`src/hdl/multiFifoPkg.sv`:
```
// Shared multi-FIFO package
// Sizes and payload types used by every block of the shared multi-FIFO
// and by its testbench. Four logical FIFOs share one flop-based store.
package multiFifoPkg;

  // Number of logical FIFOs that share the store
  localparam int NumFifos = 4;

  // Number of entries in the shared data store
  localparam int Depth = 16;

  // Width of one payload word
  localparam int DataWidth = 16;

  // Address width of the shared store, log2 of Depth
  localparam int AddrWidth = 4;

  // Width of a logical FIFO index, log2 of NumFifos
  localparam int FifoIdWidth = 2;

  // Counts must reach Depth itself, so one bit wider than an address
  localparam int CountWidth = 5;

  // One payload word as pushed and popped
  typedef logic [DataWidth-1:0] dataT;

  // An address into the data store or the pointer store
  typedef logic [AddrWidth-1:0] addrT;

  // Index of a logical FIFO
  typedef logic [FifoIdWidth-1:0] fifoIdT;

  // Occupancy or credit count, 0 up to Depth
  typedef logic [CountWidth-1:0] countT;

endpackage : multiFifoPkg
```
`src/hdl/sharedMultiFifo.sv`:
```
// Shared dynamic multi-FIFO
// Four logical FIFOs share one flop store whose entries are handed out
// on demand. Pushes use a valid/credit interface with a FIFO index, and
// each logical FIFO pops through its own ready/valid port.
module sharedMultiFifo
  import multiFifoPkg::*;
(
  input  logic                clk,
  input  logic                rst,

  // Push side
  input  logic                pushSenderInReset,
  output logic                pushReceiverInReset,
  input  logic                pushCreditStall,
  output logic                pushCredit,
  input  logic                pushValid,
  input  dataT                pushData,
  input  fifoIdT              pushFifoId,

  // Pop side
  output logic [NumFifos-1:0] popValid,
  input  logic [NumFifos-1:0] popReady,
  output dataT [NumFifos-1:0] popData,
  output logic [NumFifos-1:0] popEmpty
);

  // Either side in reset resets the whole receiver
  logic eitherRst;
  assign eitherRst = rst || pushSenderInReset;

  // Internal connections
  logic                allocValid;
  addrT                allocAddr;
  logic                deallocValid;
  addrT                deallocAddr;
  logic [NumFifos-1:0] listNonEmpty;
  addrT [NumFifos-1:0] listHead;
  logic                removeValid;
  fifoIdT              removeFifoId;
  addrT                dataRdAddr;
  dataT                dataRdData;
  logic                ptrWrValid;
  addrT                ptrWrAddr;
  addrT                ptrWrData;
  addrT                ptrRdAddr;
  addrT                ptrRdData;

  // Every accepted push takes one store entry
  assign allocValid = pushValid;

  // Payload store, written at the address taken from the free list
  flopRam #(.payloadT(dataT)) dataRam_inst (
    .clk, .wrValid(pushValid), .wrAddr(allocAddr), .wrData(pushData),
    .rdAddr(dataRdAddr), .rdData(dataRdData)
  );

  // Link store, one next-entry address per store entry
  flopRam #(.payloadT(addrT)) ptrRam_inst (
    .clk, .wrValid(ptrWrValid), .wrAddr(ptrWrAddr), .wrData(ptrWrData),
    .rdAddr(ptrRdAddr), .rdData(ptrRdData)
  );

  freeList freeList_inst (
    .clk, .rst(eitherRst), .allocValid, .allocAddr, .deallocValid, .deallocAddr
  );

  creditReturn creditReturn_inst (
    .clk, .rst(eitherRst), .deallocValid, .pushCreditStall, .pushCredit,
    .pushReceiverInReset
  );

  listCtrl listCtrl_inst (
    .clk, .rst(eitherRst), .pushValid, .pushFifoId, .allocAddr, .removeValid,
    .removeFifoId, .listNonEmpty, .listHead, .ptrWrValid, .ptrWrAddr, .ptrWrData,
    .ptrRdAddr, .ptrRdData
  );

  popStager popStager_inst (
    .clk, .rst(eitherRst), .listNonEmpty, .listHead, .removeValid, .removeFifoId,
    .dataRdAddr, .dataRdData, .deallocValid, .deallocAddr, .popValid, .popReady,
    .popData, .popEmpty
  );

endmodule : sharedMultiFifo

```
`src/hdl/popStager.sv`:
```
// Pop staging and refill arbiter
// Each logical FIFO owns a one-entry staging register that drives its
// ready/valid pop port. A round-robin arbiter picks at most one FIFO per
// cycle to refill from the shared store, and the drained store address
// goes back to the free list at the same edge.
module popStager
  import multiFifoPkg::*;
(
  input  logic                clk,
  input  logic                rst,

  // List status from the list controller
  input  logic [NumFifos-1:0] listNonEmpty,
  input  addrT [NumFifos-1:0] listHead,

  // Remove request back to the list controller
  output logic                removeValid,
  output fifoIdT              removeFifoId,

  // Data store read port
  output addrT                dataRdAddr,
  input  dataT                dataRdData,

  // Freed address for the free list and the credit counter
  output logic                deallocValid,
  output addrT                deallocAddr,

  // Pop ports, one per logical FIFO
  output logic [NumFifos-1:0] popValid,
  input  logic [NumFifos-1:0] popReady,
  output dataT [NumFifos-1:0] popData,
  output logic [NumFifos-1:0] popEmpty
);

  // Staging registers
  logic [NumFifos-1:0] stageValid;
  dataT [NumFifos-1:0] stageData;

  // Arbitration state
  fifoIdT              rrPtr;
  fifoIdT              candidate;
  fifoIdT              grantId;
  logic                grantFound;
  logic [NumFifos-1:0] eligible;
  logic [NumFifos-1:0] popFire;

  // A FIFO can take a refill when its stage is free or drains this cycle
  assign popFire  = stageValid & popReady;
  assign eligible = listNonEmpty & (~stageValid | popReady);

  // Search from the round-robin pointer upward, wrapping around
  always_comb begin
    grantFound = 1'b0;
    grantId    = rrPtr;
    candidate  = rrPtr;
    for (int k = 0; k < NumFifos; k++) begin
      candidate = rrPtr + fifoIdT'(k);
      if (!grantFound && eligible[candidate]) begin
        grantFound = 1'b1;
        grantId    = candidate;
      end
    end
  end

  assign removeValid  = grantFound;
  assign removeFifoId = grantId;

  // The winner's head address feeds the data store and the free list
  assign dataRdAddr   = listHead[grantId];
  assign deallocValid = grantFound;
  assign deallocAddr  = listHead[grantId];

  // The FIFO after the winner gets first pick next time
  always_ff @(posedge clk) begin
    if (rst) begin
      rrPtr      <= '0;
      stageValid <= '0;
    end else begin
      if (grantFound) begin
        rrPtr <= grantId + fifoIdT'(1);
      end
      for (int i = 0; i < NumFifos; i++) begin
        if (grantFound && grantId == fifoIdT'(i)) begin
          stageValid[i] <= 1'b1;
        end else if (popFire[i]) begin
          stageValid[i] <= 1'b0;
        end
      end
    end
  end

  // Payload only loads on a refill of that FIFO
  always_ff @(posedge clk) begin
    for (int i = 0; i < NumFifos; i++) begin
      if (grantFound && grantId == fifoIdT'(i)) begin
        stageData[i] <= dataRdData;
      end
    end
  end

  assign popValid = stageValid;
  assign popData  = stageData;

  // Empty means nothing staged and nothing waiting in the store
  assign popEmpty = ~stageValid & ~listNonEmpty;

endmodule : popStager

```
`src/hdl/listCtrl.sv`:
```
// Linked list controller
// Keeps head, tail and occupancy for each logical FIFO. A push appends
// its store address to the list of its FIFO by linking it behind the old
// tail in the pointer store. A refill removes the head and follows the
// link to find the next head.
module listCtrl
  import multiFifoPkg::*;
(
  input  logic                  clk,
  input  logic                  rst,

  // Append side, driven by the push interface and the free list
  input  logic                  pushValid,
  input  fifoIdT                pushFifoId,
  input  addrT                  allocAddr,

  // Remove side, driven by the refill arbiter
  input  logic                  removeValid,
  input  fifoIdT                removeFifoId,

  // List status for the refill arbiter
  output logic [NumFifos-1:0]   listNonEmpty,
  output addrT [NumFifos-1:0]   listHead,

  // Pointer store access
  output logic                  ptrWrValid,
  output addrT                  ptrWrAddr,
  output addrT                  ptrWrData,
  output addrT                  ptrRdAddr,
  input  addrT                  ptrRdData
);

  // Per-FIFO list state
  addrT  headAddr  [NumFifos];
  addrT  tailAddr  [NumFifos];
  countT listCount [NumFifos];

  // Decoded append and remove strobes, one bit per FIFO
  logic [NumFifos-1:0] appendHit;
  logic [NumFifos-1:0] removeHit;

  always_comb begin
    for (int i = 0; i < NumFifos; i++) begin
      appendHit[i]    = pushValid && (pushFifoId == fifoIdT'(i));
      removeHit[i]    = removeValid && (removeFifoId == fifoIdT'(i));
      listNonEmpty[i] = listCount[i] != '0;
      listHead[i]     = headAddr[i];
    end
  end

  // Link the new entry behind the old tail, only when there is a tail
  assign ptrWrValid = pushValid && (listCount[pushFifoId] != '0);
  assign ptrWrAddr  = tailAddr[pushFifoId];
  assign ptrWrData  = allocAddr;

  // The link of the head being removed names the next head
  assign ptrRdAddr  = headAddr[removeFifoId];

  // Occupancy is the only state that must be valid out of reset
  always_ff @(posedge clk) begin
    if (rst) begin
      for (int i = 0; i < NumFifos; i++) begin
        listCount[i] <= '0;
      end
    end else begin
      for (int i = 0; i < NumFifos; i++) begin
        listCount[i] <= listCount[i] + countT'(appendHit[i]) - countT'(removeHit[i]);
      end
    end
  end

  // Head and tail only carry meaning while the count is non-zero
  always_ff @(posedge clk) begin
    for (int i = 0; i < NumFifos; i++) begin
      if (appendHit[i]) begin
        tailAddr[i] <= allocAddr;
      end
      if (removeHit[i]) begin
        // Removing the last entry while a new one arrives hands the new
        // entry straight over as the head, since its link is not written
        if (listCount[i] == countT'(1) && appendHit[i]) begin
          headAddr[i] <= allocAddr;
        end else begin
          headAddr[i] <= ptrRdData;
        end
      end else if (appendHit[i] && listCount[i] == '0) begin
        headAddr[i] <= allocAddr;
      end
    end
  end

  // The arbiter must only pick lists that hold an entry
  assert property (@(posedge clk) disable iff (rst)
    removeValid |-> listCount[removeFifoId] != '0);

endmodule : listCtrl

```
`src/hdl/creditReturn.sv`:
```
// Push credit return
// Receiver side of the valid/credit push interface. Keeps the number of
// credits owed to the sender, starting at Depth after reset, and sends
// them back one per cycle while the stall input is low.
module creditReturn
  import multiFifoPkg::*;
(
  input  logic clk,
  input  logic rst,

  // One pulse per entry freed in the shared store
  input  logic deallocValid,

  // Sender side of the credit loop
  input  logic pushCreditStall,
  output logic pushCredit,
  output logic pushReceiverInReset
);

  // Credits owed to the sender and not yet returned
  countT owedCount;

  // Freed entries are counted one cycle late, which keeps the credit
  // from rising in the same cycle as the refill
  logic  deallocSeen;

  // A credit goes out whenever one is owed, unless stalled or the sender
  // may still be ignoring credits because we were just in reset
  assign pushCredit = (owedCount != '0) && !pushCreditStall && !pushReceiverInReset;

  always_ff @(posedge clk) begin
    if (rst) begin
      owedCount           <= countT'(Depth);
      deallocSeen         <= 1'b0;
      pushReceiverInReset <= 1'b1;
    end else begin
      owedCount           <= owedCount + countT'(deallocSeen) - countT'(pushCredit);
      deallocSeen         <= deallocValid;
      pushReceiverInReset <= 1'b0;
    end
  end

  // Sender credits, owed credits and occupied entries always add up to
  // Depth, so the owed count cannot pass it
  assert property (@(posedge clk) disable iff (rst) owedCount <= countT'(Depth));

endmodule : creditReturn

```
`src/hdl/freeList.sv`:
```
// Free address list
// Circular buffer of store addresses that are not held by any logical
// FIFO. Reset fills it with every address. A push takes the address at
// the head, and a refill gives the drained address back at the tail.
module freeList
  import multiFifoPkg::*;
(
  input  logic clk,
  input  logic rst,

  // Allocation, the head address is consumed on allocValid
  input  logic allocValid,
  output addrT allocAddr,

  // Deallocation, the address is appended at the tail
  input  logic deallocValid,
  input  addrT deallocAddr
);

  // Address buffer and its pointers
  addrT  addrBuf [Depth];
  addrT  rdPtr;
  addrT  wrPtr;

  // Number of free addresses currently held
  countT freeCount;

  // The next address to hand out is always at the read pointer
  assign allocAddr = addrBuf[rdPtr];

  // Pointers wrap naturally because Depth is a power of two
  always_ff @(posedge clk) begin
    if (rst) begin
      // Every address starts out free, in ascending order
      for (int i = 0; i < Depth; i++) begin
        addrBuf[i] <= addrT'(i);
      end
      rdPtr     <= '0;
      wrPtr     <= '0;
      freeCount <= countT'(Depth);
    end else begin
      if (allocValid) begin
        rdPtr <= rdPtr + addrT'(1);
      end
      if (deallocValid) begin
        addrBuf[wrPtr] <= deallocAddr;
        wrPtr          <= wrPtr + addrT'(1);
      end
      freeCount <= freeCount + countT'(deallocValid) - countT'(allocValid);
    end
  end

  // The sender never holds more credits than free entries, so a push
  // always finds an address here
  assert property (@(posedge clk) disable iff (rst) allocValid |-> freeCount != '0);

  // Only addresses that were handed out can come back
  assert property (@(posedge clk) disable iff (rst)
    deallocValid |-> freeCount != countT'(Depth));

endmodule : freeList

```
`src/hdl/flopRam.sv`:
```
// Flop RAM
// Depth words of flops with one write port and one combinational read
// port. The stored word type is chosen by a type parameter, so the same
// block holds both the payload store and the link store.
module flopRam
  import multiFifoPkg::*;
#(
  // Word type held in each entry
  parameter type payloadT = dataT
) (
  input  logic    clk,

  // Write port, takes effect at the clock edge
  input  logic    wrValid,
  input  addrT    wrAddr,
  input  payloadT wrData,

  // Read port, data follows the address in the same cycle
  input  addrT    rdAddr,
  output payloadT rdData
);

  // Storage array, one word per store address
  payloadT mem [Depth];

  // A write lands at the edge and is visible to reads in the next cycle
  always_ff @(posedge clk) begin
    if (wrValid) begin
      mem[wrAddr] <= wrData;
    end
  end

  // Zero-latency read, the address decode is a plain mux
  assign rdData = mem[rdAddr];

endmodule : flopRam

```
`config.mk`:
```
export PLATFORM = sky130hd
export DESIGN_NAME = sharedMultiFifo
export DESIGN_NICKNAME = d
export VERILOG_FILES = /design/src/hdl/multiFifoPkg.sv /design/src/hdl/sharedMultiFifo.sv /design/src/hdl/popStager.sv /design/src/hdl/listCtrl.sv /design/src/hdl/creditReturn.sv /design/src/hdl/freeList.sv /design/src/hdl/flopRam.sv
export SDC_FILE = /design/constraint.sdc
export NUM_CORES = 1
export LEC_CHECK = 0
export ABC_CLOCK_PERIOD_IN_PS = 4400
export BUFFER_PORTS_ARGS = -buffer_cell sky130_fd_sc_hd__buf_4
export CAP_MARGIN = 15
export CELL_PAD_IN_SITES_DETAIL_PLACEMENT = 0
export CELL_PAD_IN_SITES_GLOBAL_PLACEMENT = 1
export CORE_ASPECT_RATIO = 1.25
export CORE_UTILIZATION = 41
export DETAILED_ROUTE_END_ITERATION = 10
export HOLD_SLACK_MARGIN = 0.06
export PLACE_DENSITY_LB_ADDON = 0.25
export SLEW_MARGIN = 20
export SYNTH_ARGS = -nofsm -noshare
export SYNTH_HDL_FRONTEND = slang
export SYNTH_SLANG_ARGS = --single-unit
```
`constraint.sdc`:
```
create_clock -name clk -period 4.4 [get_ports clk]
set_input_delay 0.88 -clock clk [delete_from_list [all_inputs] [get_ports clk]]
set_output_delay 0.88 -clock clk [all_outputs]
set_load 0.01 [all_outputs]
```
==> key figures, run 1 <==
Die
  – # IOs: approximately 100
  – Rows: 94
  – Starting Density: 41.69%
  – Die width: 209.3 um
  – Die Footprint: 54630 um2
  – Core Region: about 53000 um2
  – Die span in y: 261.1 um

Setup path
  – Crit-path max FO: between 100 and 150
  – Crit path arrival time: 4.56 ns
  – Cell family with most CP delay: compound AO/OA/AOI/OAI gates
  – Max incr delay on CP: 0.51 ns
  – Crit. End Element: flop
  – Classification of the worst setup path: reg -> reg
  – WP data required: between 4 and 5 ns
  – Crit path buf inv count: 3
  – Slowest-stage cell, CP: or4b_4
  – Critical Path, Cell by Cell: inv_1 > ha_1 > or4b_4 > a2111oi_1 > a31oi_1 > a31oi_2 > buf_12 > mux4_4 > buf_12 > and2_1 > a211oi_1 > a31oi_1 > mux2i_1 > mux2i_1
  – Worst Setup Start Kind: flop

Global routing
  – Gr usage total: between 10% and 20%
  – Initial antenna violation count: 3
  – Largest net degree at the start of global routing: 129
  – First-pass GRT wire length: slightly below 80000 um
  – Vias in the first global route: 12950
  – GR Overflow Total: 0

CTS
  – Clk root buf: clkbuf_16
  – CTS sink cnt: 525
  – Clock-pin slew on the worst setup and hold paths: 0.06 ns
  – Post-CTS Setup Bufs: 0
  – CTS hold repair buffers: 0
  – Maximum clock insertion buffer count: 3
  – Worst-Skew Late Latency: 0.61 ns
  – H-Tree Depth: 2
  – Num CTS Buffers: 53
  – CTS tree: done

Yosys
  – Synth cell types: 56
  – Synthesized area: ~22000 um2
  – Post-synthesis sequential area ratio: 69.57%
  – Synth area leaders: edfxtp_1 65%, mux2i_1 4.4%, dfxtp_1 4.1%
  – Syn_area_per_cell: 14.10 um2
  – Area leader, netlist: edfxtp_1
  – Synth warnings: 0
  – Number of flops mapped to enable cells by yosys: 480
  – Post-synth top area share: 65.48%
  – Synth Instances: 1561
  – Syn Nets: 1629
  – FF+latch count, synth: 525
  – Post-synth top flop: edfxtp_1
  – Synth async-reset ratio: 0%

Finish
  – Commonest cells after routing, fill and taps aside: 480 x edfxtp_1, 196 x nand2_1, 159 x buf_4
  – Area growth syn-to-layout: 16.07%
  – Ratio of cells with drive above 1 in the final layout: 17.52%
  – NumNets Final: 1764
  – Antenna Cells: 0
  – Most common cell after layout, fill and taps aside: edfxtp_1

Timing
  – Slew margin rel.: 27.63%
  – RSZ-0062 raised after global routing: no
  – Worst Tran Pin Value: between 1 and 1.5 ns
  – Final hold slack: 0.5338 ns
  – Final worst-path cycle share: 97.27%
  – Max Clk Rate: 233.6 MHz
  – Final Max Tran Viols: 0
  – Post-route setup TNS: 0 ns
  – Final setup fails: 0
  – Tmin final: 4.280 ns
  – Final hold vios: 0
  – Setup Skew: 0.02541 ns

Place
  – Hpwl dp: 32030 um
  – IO buf count: 100
  – Final weighted congestion in routability-driven placement: 0.7768

Drt
  – Drt initial violations: 741
  – # DRC: 0
  – Met2 wire length: 25560 um
  – Top Layer Used: met5
  – ANT nets after route: 0
  – WL final: between 50000 and 60000 um
  – Initial DRT Pass Iterations: 5
  – DR WL/cell: 21.43 um
  – DR vias/cell: 5.388
  – Vias: 12970
  – WL met3: 2652 um
  – Wire length on met1: 21920 um

Worst hold path
  – HP Class: reg -> reg

Outcome
  – Outcome: finished clean

Job
  – Max_cap viols: 0
[worst min-delay path, cell delays in order, from the launching register on]
cell	delay [ns]
dfxtp_1	0.32
xor2_1	0.06
nor2_1	0.11
[metrics by stage]
step	instances	area [um2]	util [%]	setup slack, ns
2_1_floorplan	1561	22010	-	0.02041
3_3_place_gp	2313	23850	45.16	0.2389
3_5_place_dp	2313	23850	45.16	0.2222
4_1_cts	2407	25550	48.38	0.2197
5_1_grt	2407	25550	48.38	0.001923
6_report	2407	25550	48.38	0.1200
[timing repair]
action | CTS | global route
endpoints found under the hold margin | 0 | 0
resized for setup | 0 | 1
setup endpoints to repair | 0 | 4
[cell usage after synthesis (3+ instances only)]
cell,count
edfxtp_1,480
nand2_1,196
nor2_1,109
mux2i_1,96
and2_1,72
a211oi_1,65
a31oi_1,65
inv_1,63
clkbuf_1,50
dfxtp_1,45
nand3_1,45
ha_1,36
a21oi_1,27
mux4_2,22
buf_2,17
mux2_2,15
o21ai_0,13
o22ai_1,11
buf_1,9
nor3_1,9
xor2_1,9
xnor2_1,8
buf_6,7
nand2b_1,7
a211o_1,6
or3_1,6
a21o_1,5
fa_1,5
mux2_1,5
a22oi_1,4
nor2b_1,4
nor4b_1,4
o221ai_1,4
a221oi_2,3
a41oi_1,3
buf_4,3
nand4_1,3
nor3b_1,3
o21ai_1,3
or2_2,3
[final timing paths]
check	startpoint	to	cells past startpoint	slack [ns]
setup / recovery	listCtrl_inst.listCount[1][3]$_SDFF_PP0_	popStager_inst.popData[63]$_DFFE_PP_	14	0.12
hold / removal	freeList_inst.rdPtr[3]$_SDFFE_PP0P_	freeList_inst.rdPtr[3]$_SDFFE_PP0P_	2	0.53
setup reg to reg	listCtrl_inst.listCount[1][3]$_SDFF_PP0_	popStager_inst.popData[63]$_DFFE_PP_	14	0.12
hold reg to reg	freeList_inst.rdPtr[3]$_SDFFE_PP0P_	freeList_inst.rdPtr[3]$_SDFFE_PP0P_	2	0.53
[kinds of logic (layout without fill, tap and decap cells)]
| kind of cell | Yosys count | count (layout) | share of synthesized area, % |
|---|---|---|---|
| AO/OA/AOI/OAI | 220 | 220 | 6.860 |
| flip-flops | 525 | 525 | 69.57 |
| XOR/XNOR | 17 | 17 | 0.6764 |
| multiplexers | 139 | 139 | 7.707 |
| AND/OR/NAND/NOR | 470 | 470 | 9.759 |
| adder cells (fa/ha/maj) | 41 | 41 | 2.501 |
| buffers and inverters | 149 | 323 | 2.927 |
[registers in the layout (all words and copies together), names as in the netlist, 5 cells and up, named ones only]
signal                       cells
creditReturn_inst.owedCount      5
dataRam_inst.mem               256
freeList_inst.addrBuf           64
listCtrl_inst.headAddr          16
listCtrl_inst.listCount         20
listCtrl_inst.tailAddr          16
popStager_inst.popData          64
ptrRam_inst.mem                 64
[cell type report]
| type | instances | area, um2 |
|---|---|---|
| Clock inverter | 24 | 280.3 |
| Tap cell | 672 | 840.8 |
| Clock buffer | 70 | 1420 |
| Fill cell | 4533 | 27260 |
| Sequential cell | 525 | 15310 |
| Timing Repair Buffer | 166 | 1334 |
| Multi-Input combinational cell | 887 | 6125 |
| Inverter | 63 | 236.5 |
[layer usage]
metal	vias up	global-route usage, %
li1	6106	-
met1	6472	24.51
met2	292	32.47
met3	90	3.562
met4	9	6.536
met5	-	1.638
Power of run 1 is left out: the tool's default activity adds up to more than one toggle a clock period on the data nets, which glitch-free logic cannot reach.
==> inputs of run 2 (changes only) <==
--- a/config.mk
+++ b/config.mk
@@ -10,11 +10,12 @@
 export CAP_MARGIN = 15
 export CELL_PAD_IN_SITES_DETAIL_PLACEMENT = 0
 export CELL_PAD_IN_SITES_GLOBAL_PLACEMENT = 1
-export CORE_ASPECT_RATIO = 1.25
+export CORE_ASPECT_RATIO = 1.1
 export CORE_UTILIZATION = 41
 export DETAILED_ROUTE_END_ITERATION = 10
 export HOLD_SLACK_MARGIN = 0.06
 export PLACE_DENSITY_LB_ADDON = 0.25
+export RECOVER_POWER = 50
 export SLEW_MARGIN = 20
 export SYNTH_ARGS = -nofsm -noshare
 export SYNTH_HDL_FRONTEND = slang
==> run 2 against run 1 <==
  * The run now ends with capacitance limit, slew limit left
  * Worst hold slack got worse by 0.0064 ns
  * Core utilization fell by 0.41 points
  * Clock-buffer cell count fell by 1
  * Final cell count rose by 0.79%
  * First-iteration DRC count rose by 33%
  * Sequential cell count did not move
  * Register-to-register slack improved by 0.16 ns
  * Sequential share of layout area rose by 0.59 points
  * Critical path depth rose by 1
  * Cell area fell by 0.97%
  * Die area barely moved
  * Critical endpoint is now popStager_inst.popData[3]$_DFFE_PP_
==> key figures, run 2 (synthesis gave the netlist of run 1 again) <==
Outcome
  – Outcome: complete, but fails checks
  – Violated checks: capacitance limit, slew limit

Timing
  – Worst Tran Pin Value: 1.776 ns (+0.6919 ns)
  – Final setup fails: 0 (unchanged)
  – Max Clk Rate: 242.6 MHz (+3.8%)
  – Post-route setup TNS: 0 ns (unchanged)
  – Tmin final: 4.122 ns (-0.1579 ns)
  – Setup Skew: 0.02975 ns (+0.004342 ns)
  – Final worst-path cycle share: 93.68% (-3.6 points)
  – Slew margin rel.: -18.42% (-46 points)
  – RSZ-0062 raised after global routing: no
  – Final worst slack: 0.2780 ns (+0.1579 ns)
  – Final hold vios: 0 (unchanged)
  – Final Max Tran Viols: 38 (+38)

Global routing
  – Met1 usage in global routing: 25.56% (+1.1 points)
  – Largest net degree at the start of global routing: 66 (-49%)
  – First-pass GRT wire length: 78250 um (+0.18%)
  – Initial antenna violation count: 3 (unchanged)
  – Vias in the first global route: 12800 (-1.2%)
  – M3 GR Usage: 3.196% (-0.37 points)
  – Gr usage total: 19.18% (+0.062 points)
  – GR Layer Usage met2: 32.14% (-0.33 points)
  – GR Overflow Total: 0 (unchanged)
  – GRT Max-Usage Layer: met2

Finish
  – Area growth syn-to-layout: 14.94%
  – Ratio of cells with drive above 1 in the final layout: 12.06% (-5.5 points)
  – Register bank with the most flops: dataRam_inst.mem
  – Max reg flops: 256 (unchanged)
  – Final Util: 47.97% (-0.41 points)
  – Commonest cells after routing, fill and taps aside: 480 x edfxtp_1, 196 x nand2_1, 113 x clkbuf_1
  – Post-Layout Inst Area: 25300 um2 (-0.97%)
  – NumNets Final: 1773 (+0.51%)
  – Most common cell after layout, fill and taps aside: edfxtp_1

Die
  – Core Region: 52740 um2 (-0.13%)
  – Die Footprint: 54620 um2 (about the same)
  – # IOs: 101 (unchanged)
  – Rows: 88 (-6.4%)
  – Starting Density: 41.74% (+0.053 points)
  – Die width: 222.9 um (+6.5%)
  – Die span in y: 245.0 um (-6.1%)

CTS
  – Clk root buf: clkbuf_16
  – CTS hold repair buffers: 0 (unchanged)
  – Clock-pin slew on the worst setup and hold paths: 0.06 ns (about the same)
  – Num CTS Buffers: 55 (+3.8%)
  – Maximum clock insertion buffer count: 3 (unchanged)
  – Worst-Skew Late Latency: 0.62 ns (about the same)
  – CTS sink cnt: 525 (unchanged)
  – H-Tree Depth: 2 (unchanged)
  – CTS tree: done

Setup path
  – Crit-path max FO: 40 (-69%)
  – Classification of the worst setup path: reg -> reg
  – Max incr delay on CP: 0.52 ns (about the same)
  – Crit. End Element: flop
  – Worst Setup Start Kind: flop
  – Crit path arrival time: 4.47 ns (-0.09 ns)
  – Slowest-stage cell, CP: or4b_4
  – Reg-to-reg setup timing slack: 0.28 ns (+0.16 ns)
  – WP data required: 4.75 ns (+0.07 ns)
  – Critical Path, Cell by Cell: inv_1 > ha_1 > or4b_4 > a2111oi_1 > a31oi_1 > a31oi_2 > buf_4 > mux2i_1 > mux2_4 > buf_12 > buf_4 > a211oi_1 > a31oi_1 > mux2i_1 > mux2i_1
  – Most used cell along the critical path: mux2i_1

Place
  – Cell area after placement: 23940 um2 (+0.39%)
  – Final weighted congestion in routability-driven placement: 0.7920 (+2.0%)
  – Hpwl dp: 33310 um (+4.0%)
  – Dpl ws: 0.1863 ns (-0.03585 ns)
  – IO buf count: 100 (unchanged)

Worst hold path
  – HP Class: reg -> reg

Drt
  – Vias: 12960 (-0.085%)
  – Initial DRT Pass Iterations: 6 (+1)
  – DR vias/cell: 5.341 (-0.87%)
  – ANT nets after route: 0 (unchanged)
  – WL final: 51810 um (+0.47%)
  – DR WL/cell: 21.36 um (-0.32%)
  – # DRC: 0 (unchanged)
  – Drt initial violations: 985 (+33%)

Job
  – Max_cap viols: 2 (+2)
==> run 2: cell types whose count changed in the layout (fill, tap and decap cells not counted), moves of 2 or more <==
cell / before / now
buf_4: 159 / 62
buf_12: 7 / 10
clkbuf_1: 14 / 113
o21ai_1: 3 / 0
bufinv_16: 5 / 3
clkbuf_16: 53 / 56
o21ai_0: 13 / 16
clkinv_1: 8 / 17
clkinv_2: 6 / 8
clkbuf_8: 3 / 0
==> run 2: stage by stage <==
step / cells / hold slack, ns
global route: 2425 / 0.5718
finish: 2426 / 0.5274
CTS: 2425 / 0.5214
global placement: 2323 / 0.5140
floorplan: 1561 / 0.4847
detailed placement: 2323 / 0.5213
==> run 2: layout make-up <==
| class | instances | area [um2] |
|---|---|---|
| Tap cell | 675 | 844.6 |
| Clock inverter | 33 | 271.5 |
| Sequential cell | 525 | 15310 |
| Multi-Input combinational cell | 887 | 6133 |
| Antenna cell | 1 | 2.502 |
| Clock buffer | 69 | 1450 |
| Timing Repair Buffer | 173 | 1049 |
| Fill cell | 4649 | 27440 |
| Inverter | 63 | 236.5 |
==> run 2: per-layer routing <==
metal / vias up / routed length (um)
li1: 6111 / -
met1: 6459 / 22990
met2: 289 / 25260
met3: 95 / 2350
met4: 4 / 1198
met5: - / 21
==> run 2: worst max-delay path, delay by kind of cell, from the launching register on <==
kind                     cells  cell delay, ns
AO/OA/AOI/OAI                5            1.01
adder cells (fa/ha/maj)      1            0.16
buffers and inverters        4            0.76
flip-flops                   1            0.33
multiplexers                 4            1.06
AND/OR/NAND/NOR              1            0.52
==> run 2: repair_timing <==
action / 4_1_cts / 5_1_grt
resized for setup: 0 / 2
hold endpoints to repair: 0 / 0
setup endpoints to repair: 0 / 8
setup buffers: 0 / 0
==> run 2: path summary, 6_finish.rpt <==
check,startpoint,to,depth (start not counted)
setup / recovery,listCtrl_inst.listCount[1][3]$_SDFF_PP0_,popStager_inst.popData[3]$_DFFE_PP_,15
hold reg to reg,freeList_inst.rdPtr[3]$_SDFFE_PP0P_,flop,2
hold / removal,freeList_inst.rdPtr[3]$_SDFFE_PP0P_,flop,2
setup reg to reg,listCtrl_inst.listCount[1][3]$_SDFF_PP0_,popStager_inst.popData[3]$_DFFE_PP_,15
Power of run 2 is left out for the same reason.
==> inputs of run 3 (changes only) <==
--- a/config.mk
+++ b/config.mk
@@ -10,7 +10,7 @@
 export CAP_MARGIN = 15
 export CELL_PAD_IN_SITES_DETAIL_PLACEMENT = 0
 export CELL_PAD_IN_SITES_GLOBAL_PLACEMENT = 1
-export CORE_ASPECT_RATIO = 1.1
+export CORE_ASPECT_RATIO = 0.5
 export CORE_UTILIZATION = 41
 export DETAILED_ROUTE_END_ITERATION = 10
 export HOLD_SLACK_MARGIN = 0.06
==> run 3 against run 2 <==
  * The run still ends with capacitance limit, slew limit left
  * Die area increased by 0.10%
  * Sequential share of layout area down 0.075 points
  * Clock skew is 0.010 ns higher
  * Routed wire length is 3.5% higher
  * Global-route usage increased by 0.40 points
  * Fmax down 0.88%
  * Non-clock buffer count rose by 7
  * Critical path type unchanged
==> key figures, run 3 (synthesis gave the netlist of run 1 again) <==
Place
  – Final weighted congestion in routability-driven placement: 0.8060 (+1.8%)
  – IO buf count: 100 (unchanged)
  – Hpwl dp: 34220 um (+2.7%)

Global routing
  – Gr usage total: 19.58% (+0.40 points)
  – GR Overflow Total: 0 (unchanged)
  – Vias in the first global route: 13300 (+3.9%)
  – Largest net degree at the start of global routing: 91 (+38%)
  – Initial antenna violation count: 0 (-3)
  – First-pass GRT wire length: 81530 um (+4.2%)

CTS
  – H-Tree Depth: 2 (unchanged)
  – CTS tree: done
  – Clock-pin slew on the worst setup and hold paths: 0.06 ns (about the same)
  – CTS sink cnt: 525 (unchanged)
  – Worst-Skew Late Latency: 0.60 ns (-0.02 ns)
  – Clk root buf: clkbuf_16
  – Maximum clock insertion buffer count: 3 (unchanged)
  – CTS hold repair buffers: 0 (unchanged)
  – Num CTS Buffers: 48 (-13%)

Finish
  – Max reg flops: 256 (unchanged)
  – Commonest cells after routing, fill and taps aside: 480 x edfxtp_1, 196 x nand2_1, 106 x clkbuf_1
  – Antenna Cells: 0 (-1)
  – Most common cell after layout, fill and taps aside: edfxtp_1
  – NumNets Final: 1774 (+0.056%)
  – Register bank with the most flops: dataRam_inst.mem
  – Area growth syn-to-layout: 15.08%
  – Ratio of cells with drive above 1 in the final layout: 13.12% (+1.1 points)

Drt
  – Drt initial violations: 1354 (+37%)
  – DR WL/cell: 21.92 um (+2.6%)
  – Initial DRT Pass Iterations: 7 (+1)
  – Vias: 13190 (+1.8%)
  – WL final: 53620 um (+3.5%)
  – DR vias/cell: 5.394 (+0.98%)
  – # DRC: 0 (unchanged)
  – ANT nets after route: 0 (unchanged)

Setup path
  – Crit. End Element: flop
  – Classification of the worst setup path: reg -> reg
  – Worst r2r path cells: 17 (+2)
  – Crit-path max FO: 40 (unchanged)
  – Crit path arrival time: 4.49 ns (+0.02 ns)
  – Reg-to-reg setup timing slack: 0.24 ns (-0.04 ns)
  – Worst Setup Start Kind: flop
  – WP data required: 4.73 ns (-0.02 ns)

Die
  – Starting Density: 41.94% (+0.20 points)
  – # IOs: 101 (unchanged)
  – Die span in y: 165.8 um (-32%)
  – Die Footprint: 54680 um2 (+0.10%)
  – Rows: 59 (-33%)
  – Die width: 329.7 um (+48%)
  – Core Region: 52490 um2 (-0.48%)

Timing
  – Final worst-path cycle share: 94.51% (+0.83 points)
  – Final setup fails: 0 (unchanged)
  – Max Clk Rate: 240.5 MHz (-0.88%)
  – Setup Skew: 0.04008 ns (+0.01033 ns)
  – Worst Tran Pin Value: 1.676 ns (-0.1006 ns)
  – Post-route setup TNS: 0 ns (unchanged)
  – Final Max Tran Viols: 30 (-21%)
  – Slew margin rel.: -11.71% (+6.7 points)
  – Tmin final: 4.158 ns (+0.03640 ns)
  – RSZ-0062 raised after global routing: no
  – Final hold vios: 0 (unchanged)

Worst hold path
  – Worst hold path depth: 2 (unchanged)
  – HP Class: reg -> reg

Job
  – Max_cap viols: 1 (-1)

Outcome
  – Violated checks: capacitance limit, slew limit
  – Outcome: complete, but fails checks
[run 3: cell count changes in the layout (fill, tap and decap cells not counted), moves of 4 or more]
cell | before | now
buf_4 | 62 | 73
clkbuf_16 | 56 | 48
mux2i_1 | 95 | 87
clkbuf_1 | 113 | 106
clkinv_1 | 17 | 10
mux2i_2 | 1 | 5
mux2i_4 | 0 | 4
[run 3: critical path, stage by stage, from the launching register on]
cell        delay [ns]
dfxtp_1           0.33
inv_1             0.08
ha_1              0.16
or4b_1            0.60
a221oi_2          0.32
a21oi_1           0.07
o221a_2           0.32
buf_4             0.19
clkinvlp_4        0.09
buf_4             0.16
mux2_4            0.40
buf_12            0.18
buf_12            0.17
a211oi_1          0.27
a31oi_1           0.07
mux2i_1           0.17
mux2i_1           0.13
buf_4             0.17
[run 3: layout make-up]
type	count	area, um2
fillers	4536	27150
flip-flops and latches	525	15310
multi-input cells	888	6221
clock buffers	61	1270
repair buffers	180	1140
well taps	701	877.1
clock inverters	28	270.3
inverters	63	240.2
[run 3: layer usage]
layer | GRT usage (%) | part of all wire [%] | vias up
li1 | - | - | 6116
met1 | 28.69 | 47 | 6667
met2 | 30.73 | 46 | 345
met3 | 3.153 | 5.6 | 65
met4 | 4.187 | 1.6 | 0
met5 | 0 | 0 | -
[run 3: final timing paths]
kind                                            start                              endpoint
min reg2reg       freeList_inst.rdPtr[3]$_SDFFE_PP0P_                                  flop
max          listCtrl_inst.listCount[3][2]$_SDFF_PP0_  popStager_inst.popData[42]$_DFFE_PP_
max reg2reg  listCtrl_inst.listCount[3][2]$_SDFF_PP0_  popStager_inst.popData[42]$_DFFE_PP_
min               freeList_inst.rdPtr[3]$_SDFFE_PP0P_                                  flop
[run 3: metrics by stage]
step | hold WS, ns | worst slack (ns) | util [%] | std cells | area (um2)
2_1_floorplan | 0.4847 | 0.02041 | - | 1561 | 22010
6_report | 0.5397 | 0.2416 | 48.27 | 2446 | 25330
5_1_grt | 0.5877 | 0.01453 | 48.27 | 2446 | 25330
3_3_place_gp | 0.5179 | 0.05791 | 45.73 | 2352 | 24000
4_1_cts | 0.5444 | 0.04087 | 48.66 | 2441 | 25540
3_5_place_dp | 0.5294 | 0.01504 | 45.73 | 2352 | 24000
[run 3: what timing repair did]
action / 4_1_cts / 5_1_grt
resized for setup: 0 / 18
endpoints found under the hold margin: 0 / 0
setup endpoints to repair: 0 / 50
setup buffers: 0 / 4
Power of run 3 is left out for the same reason.
